## src/verilog/icache_pkg.sv

```systemverilog
package icache_pkg;

    // ----------------------------------------
    // bus widths
    // ----------------------------------------

    localparam int addr_w = 32;     // byte address on core and memory side
    localparam int word_w = 32;     // one instruction word
    localparam int len_w  = 8;      // rlen field of the memory port

    // ----------------------------------------
    // bus types
    // ----------------------------------------

    // byte address, low two bits are the byte lane
    typedef logic [addr_w-1:0] addr_t;

    // fetched word, also the refill beat
    typedef logic [word_w-1:0] word_t;

    typedef logic [len_w-1:0] len_t;    // beats minus one

endpackage
```

## src/verilog/icache_way_if.sv

```systemverilog
`timescale 1ns/1ps

interface icache_way_if #(
    parameter int set_bits  = 4,
    parameter int word_bits = 2
);
    import icache_pkg::*;

    localparam int tag_w   = addr_w - set_bits - word_bits - 2;
    localparam int block_w = word_w << word_bits;

    // lookup side
    logic [set_bits-1:0] index;
    logic [tag_w-1:0]    tag;
    logic                hit;       // tag match and valid
    logic [block_w-1:0]  block;     // stored block at index

    // refill side
    logic                fill_we;   // one pulse per refill word
    word_t               fill_word;
    logic                fill_done; // tag write and valid set

    modport ctrl (output index, tag, fill_we, fill_word, fill_done);

    modport way (
        input  index, tag, fill_we, fill_word, fill_done,
        output hit, block
    );

    modport resp (input hit, block);

endinterface

```

## src/verilog/icache_way.sv

```systemverilog
`timescale 1ns/1ps

module icache_way #(
    parameter int set_bits  = 4,
    parameter int word_bits = 2
) (
    input logic       clock,
    input logic       reset,
    icache_way_if.way bus
);
    import icache_pkg::*;

    localparam int sets    = 1 << set_bits;
    localparam int tag_w   = addr_w - set_bits - word_bits - 2;
    localparam int block_w = word_w << word_bits;

    // ----------------------------------------
    // storage
    // ----------------------------------------

    logic [tag_w-1:0]   tag_mem   [sets];
    logic [block_w-1:0] block_mem [sets];
    logic [sets-1:0]    valid_r;        // one bit per set

    // ----------------------------------------
    // lookup
    // ----------------------------------------

    // a set with a stale tag but no valid bit never hits
    assign bus.hit   = valid_r[bus.index] && (tag_mem[bus.index] == bus.tag);
    assign bus.block = block_mem[bus.index];

    // ----------------------------------------
    // refill
    // ----------------------------------------

    // valid bits
    always_ff @(posedge clock) begin
        if (reset) begin
            valid_r <= '0;
        end else if (bus.fill_done) begin
            valid_r[bus.index] <= 1'b1;
        end
    end

    // tag written once the last word is in
    always_ff @(posedge clock) begin
        if (bus.fill_done) begin
            tag_mem[bus.index] <= bus.tag;
        end
    end

    // new word enters at the top, so the first beat ends up as word 0
    generate
        if (word_bits > 0) begin : g_shift
            always_ff @(posedge clock) begin
                if (bus.fill_we) begin
                    block_mem[bus.index] <= {bus.fill_word,
                                             block_mem[bus.index][block_w-1:word_w]};
                end
            end
        end else begin : g_single
            // one word per block, nothing to shift
            always_ff @(posedge clock) begin
                if (bus.fill_we) begin
                    block_mem[bus.index] <= bus.fill_word;
                end
            end
        end
    endgenerate

endmodule

```

## src/flat_wrapper.sv

```systemverilog
// flat-port wrapper written by rule: the top's interface ports become plain ports
module icache_way_flat import icache_pkg::*;
#(
    parameter int set_bits  = 4,
    parameter int word_bits = 2
)
  (clock, reset, bus_index, bus_tag, bus_fill_we, bus_fill_word, bus_fill_done, bus_hit, bus_block);
  icache_way_if #(.set_bits(set_bits), .word_bits(word_bits)) bus_i ();
  input logic clock;
  input logic reset;
  input wire logic [$bits(bus_i.index)-1:0] bus_index;
  input wire logic [$bits(bus_i.tag)-1:0] bus_tag;
  input wire logic [$bits(bus_i.fill_we)-1:0] bus_fill_we;
  input wire logic [$bits(bus_i.fill_word)-1:0] bus_fill_word;
  input wire logic [$bits(bus_i.fill_done)-1:0] bus_fill_done;
  output wire logic [$bits(bus_i.hit)-1:0] bus_hit;
  output wire logic [$bits(bus_i.block)-1:0] bus_block;
  assign bus_i.index = bus_index;
  assign bus_i.tag = bus_tag;
  assign bus_i.fill_we = bus_fill_we;
  assign bus_i.fill_word = bus_fill_word;
  assign bus_i.fill_done = bus_fill_done;
  assign bus_hit = bus_i.hit;
  assign bus_block = bus_i.block;
  icache_way #(.set_bits(set_bits), .word_bits(word_bits)) u_core (.clock(clock), .reset(reset), .bus(bus_i));
endmodule
```

## config.mk

```make
export PLATFORM = sky130hd
export DESIGN_NAME = icache_way_flat
export DESIGN_NICKNAME = d
export VERILOG_FILES = /design/src/verilog/icache_pkg.sv /design/src/verilog/icache_way_if.sv /design/src/verilog/icache_way.sv /design/src/flat_wrapper.sv
export SDC_FILE = /design/constraint.sdc
export NUM_CORES = 2
export LEC_CHECK = 0
export ABC_AREA = 0
export BUFFER_PORTS_ARGS = -buffer_cell sky130_fd_sc_hd__buf_4
export CAP_MARGIN = 10
export CORE_MARGIN = 4
export CORE_UTILIZATION = 40
export CTS_BUF_LIST = sky130_fd_sc_hd__clkbuf_2
export CTS_CLUSTER_DIAMETER = 60
export DETAILED_ROUTE_END_ITERATION = 16
export PLACE_DENSITY = 0.52
export SYNTH_ARGS = -nofsm -noshare
export SYNTH_HDL_FRONTEND = slang
export SYNTH_SLANG_ARGS = --single-unit
```

## constraint.sdc

```tcl
create_clock -name clock -period 10.1 [get_ports clock]
set_clock_uncertainty 0.2 [all_clocks]
set_input_delay 0.505 -clock clock [delete_from_list [all_inputs] [get_ports clock]]
set_output_delay 0.505 -clock clock [all_outputs]
set_load 0.01 [all_outputs]
```

==> key figures <==
Outcome
  • Outcome: complete, no violations

Placement
  • # port buffers: 192
  • DPL Wire Length: 110000 µm
  • Routability Congestion: 0.721
  • Post-placement cell count: 6707

STA
  • Final max-slew violation count: 0
  • Tmin final: 6.07 ns
  • Final setup fails: 0
  • Maximum clock rate: 0.165 GHz
  • Final Hold Violating Endpoints: 0
  • RSZ-0062 raised after global routing: no
  • Slew HR: 21.1%
  • Slew of the pin with the lowest slew margin: 1.18 ns
  • Final worst path period share: 60.1%
  • Total negative setup slack: 0 ns

Route
  • Pre-Repair DR Iteration Count: 6
  • Post-DRT Antenna Nets: 0
  • WL/cell: 28.8 µm
  • # DRC: 0
  • Starting DRT DRC Count: 3665
  • Post-DR vias/cell: 5.42
  • Total wire length: 230000 µm
  • DR vias: 43.1k

Global route
  • Total global routing overflow: 0
  • Grt met1 use: 27.2%
  • GRT met2 Usage: 30.7%
  • GR peak layer: met2
  • M3 GR Usage: 4.16%
  • First-pass GRT wire length: 332000 µm
  • Largest net degree at the start of global routing: 150
  • Initial antenna violation count: 6
  • Vias in the first global route: 46.7k
  • Total GRT Usage: 19.3%

Setup path
  • CP arrival: 5.37 ns
  • Endpoint type of the worst setup path: output port
  • CP required: 9.40 ns
  • Worst-case reg-to-reg path depth: 2
  • Worst r2r dst: u_core.block_mem[15][76]
  • Critical Path Source Type: primary input
  • Reg2reg start: u_core.block_mem[7][108]
  • Internal reg-to-reg setup slack: 7.82 ns
  • Setup CP Type: in2out
  • CP max FO: 96

Synth
  • Synth top area share: 79.1%
  • Synth unique cells: 49
  • Syn Nets: 3654
  • Post-Syn Area per Cell: 25.7 µm²
  • Synth area leader: edfxtp_1
  • Synth Register Bits: 2448
  • Share of synthesized flip-flops with an asynchronous set or reset: 0%
  • Largest cells by area after synthesis: edfxtp_1 79%, mux4_2 18%, buf_2 0.43%
  • Post-Syn Area: 92400 µm²
  • EDFF count, synth: 2432
  • Mapped Cells: 3590
  • Main synth FF type: edfxtp_1
  • Sequential-to-total area share from yosys stat: 79.4%
  • Synthesis Warnings: 0

CTS
  • Root buffer cell: clkbuf_2
  • H-tree depth: 6
  • CTS Sinks: 2448
  • Clock Path Buffers: 4
  • Worst-path clk slew: 0.09 ns
  • Num CTS Buffers: 642
  • TritonCTS clock tree: done
  • Clk_lat worst skew: 1.86 ns

Power
  • Leakage: 0.0338 µW
  • Peak VDD IR: 119 µV
  • PD cells: 184 nW/µm²

Die
  • Starting Density: 40.2%
  • Die Wd: 489 µm
  • Die ar.: 239000 µm²
  • # IOs: 193
  • Die height: 489 µm
  • Core footprint: 230000 µm²
  • Site Rows: 176

Layout
  • Layout cells sized above 1: 40.8%
  • Layout net count: 4577
  • Syn-to-layout area delta: 13.8%
  • Post-Layout Cell Count: 7958
  • Most common cell after layout, fill and taps aside: edfxtp_1
  • Commonest cells after routing, fill and taps aside: 2432 x edfxtp_1, 909 x clkbuf_2, 743 x mux4_2

Hold path
  • HP Class: reg2reg
  • Hold depth: 2
  • Hold Crit Start: u_core.valid_r[15]
  • Worst Hold End: u_core.valid_r[15]

Run
  • Max cap viols: 0
## sequential cells by signal, indices dropped and copies added (netlist names)
name / flops
u_core.valid_r: 16
u_core.block_mem: 2048
u_core.tag_mem: 384
## routing by layer
metal,vias up,wire length [µm]
met5,-,7
met4,2,3920
met3,298,12900
met2,1324,112000
met1,23535,101000
li1,17973,-
## Yosys cell counts (all sizes together) (4+ instances only)
| master | count |
|---|---|
| edfxtp | 2432 |
| mux4 | 744 |
| buf | 108 |
| nor2 | 73 |
| clkbuf | 72 |
| mux2i | 27 |
| dfxtp | 16 |
| xnor2 | 11 |
| nand3 | 10 |
| xor2 | 10 |
| a21oi | 9 |
| a221oi | 8 |
| inv | 8 |
| nor2b | 8 |
| a22o | 5 |
| o21ai | 5 |
| and2 | 4 |
| nand3b | 4 |
## critical path, stage by stage
cell	delay, ns
dlygate4sd3_1	0.56
buf_8	0.50
buf_12	0.69
buf_4	0.75
mux4_2	0.59
mux2i_1	0.23
nor2_1	0.10
a21oi_1	0.16
nand3_1	0.12
a2111oi_2	0.30
nor4bb_1	0.48
buf_4	0.23
## how the worst max path moves through the flow
| stage | start | endpoint | slack (ns) | cells after the start |
|---|---|---|---|---|
| CTS | bus_index[0] | bus_hit | 3.76 | 12 |
| global route | bus_index[0] | bus_hit | 3.53 | 12 |
| detailed placement | bus_index[3] | bus_hit | 4.34 | 9 |
| finish | bus_index[0] | bus_hit | 4.03 | 12 |
| floorplan | bus_index[1] | u_core.block_mem[8][0] | 1.83 | 8 |
| global placement | bus_index[0] | bus_hit | 4.17 | 11 |
## cells by family after synthesis
family	Yosys count	share of synthesized area [%]
buffers and inverters	188	1.00
AND/OR/NAND/NOR	117	0.586
multiplexers	772	18.4
AO/OA/AOI/OAI	44	0.364
flip-flops	2448	79.4
XOR/XNOR	21	0.199
## what timing repair did
| item | in CTS | in global routing |
|---|---|---|
| hold buffers | 188 | 0 |
| endpoints found under the hold margin | 3989 | 0 |
| buffers inserted | 0 | 0 |
| resized for setup | 0 | 0 |
## per-stage QoR
stage                     total power [µW]  hold WS (ns)  util [%]  area, µm²  worst slack (ns)
after CTS                            19700        0.0211      45.7     105000              3.76
after global routing                 20300         0.166      45.7     105000              3.53
after floorplan                      12400         0.235         -      92400              1.83
after global placement               12900         0.244      42.5      97800              4.17
after detailed placement             12900         0.258      42.5      97800              4.34
final                                19300         0.274      45.7     105000              4.03
## final cells by class
cell class,count,area (µm²)
inverter,8,37.5
multi-input combinational,954,18300
clock buffer,909,4550
antenna,10,25.0
timing repair buffer,459,4160
tap,3026,3790
clock inverter,144,923
fill,19544,125000
sequential,2448,73400
## power breakdown
group / switching, µW / internal, µW
combinational: 808 / 503
clock: 3870 / 2710
sequential: 22.3 / 11400
Power figures use the tool's default switching activity.
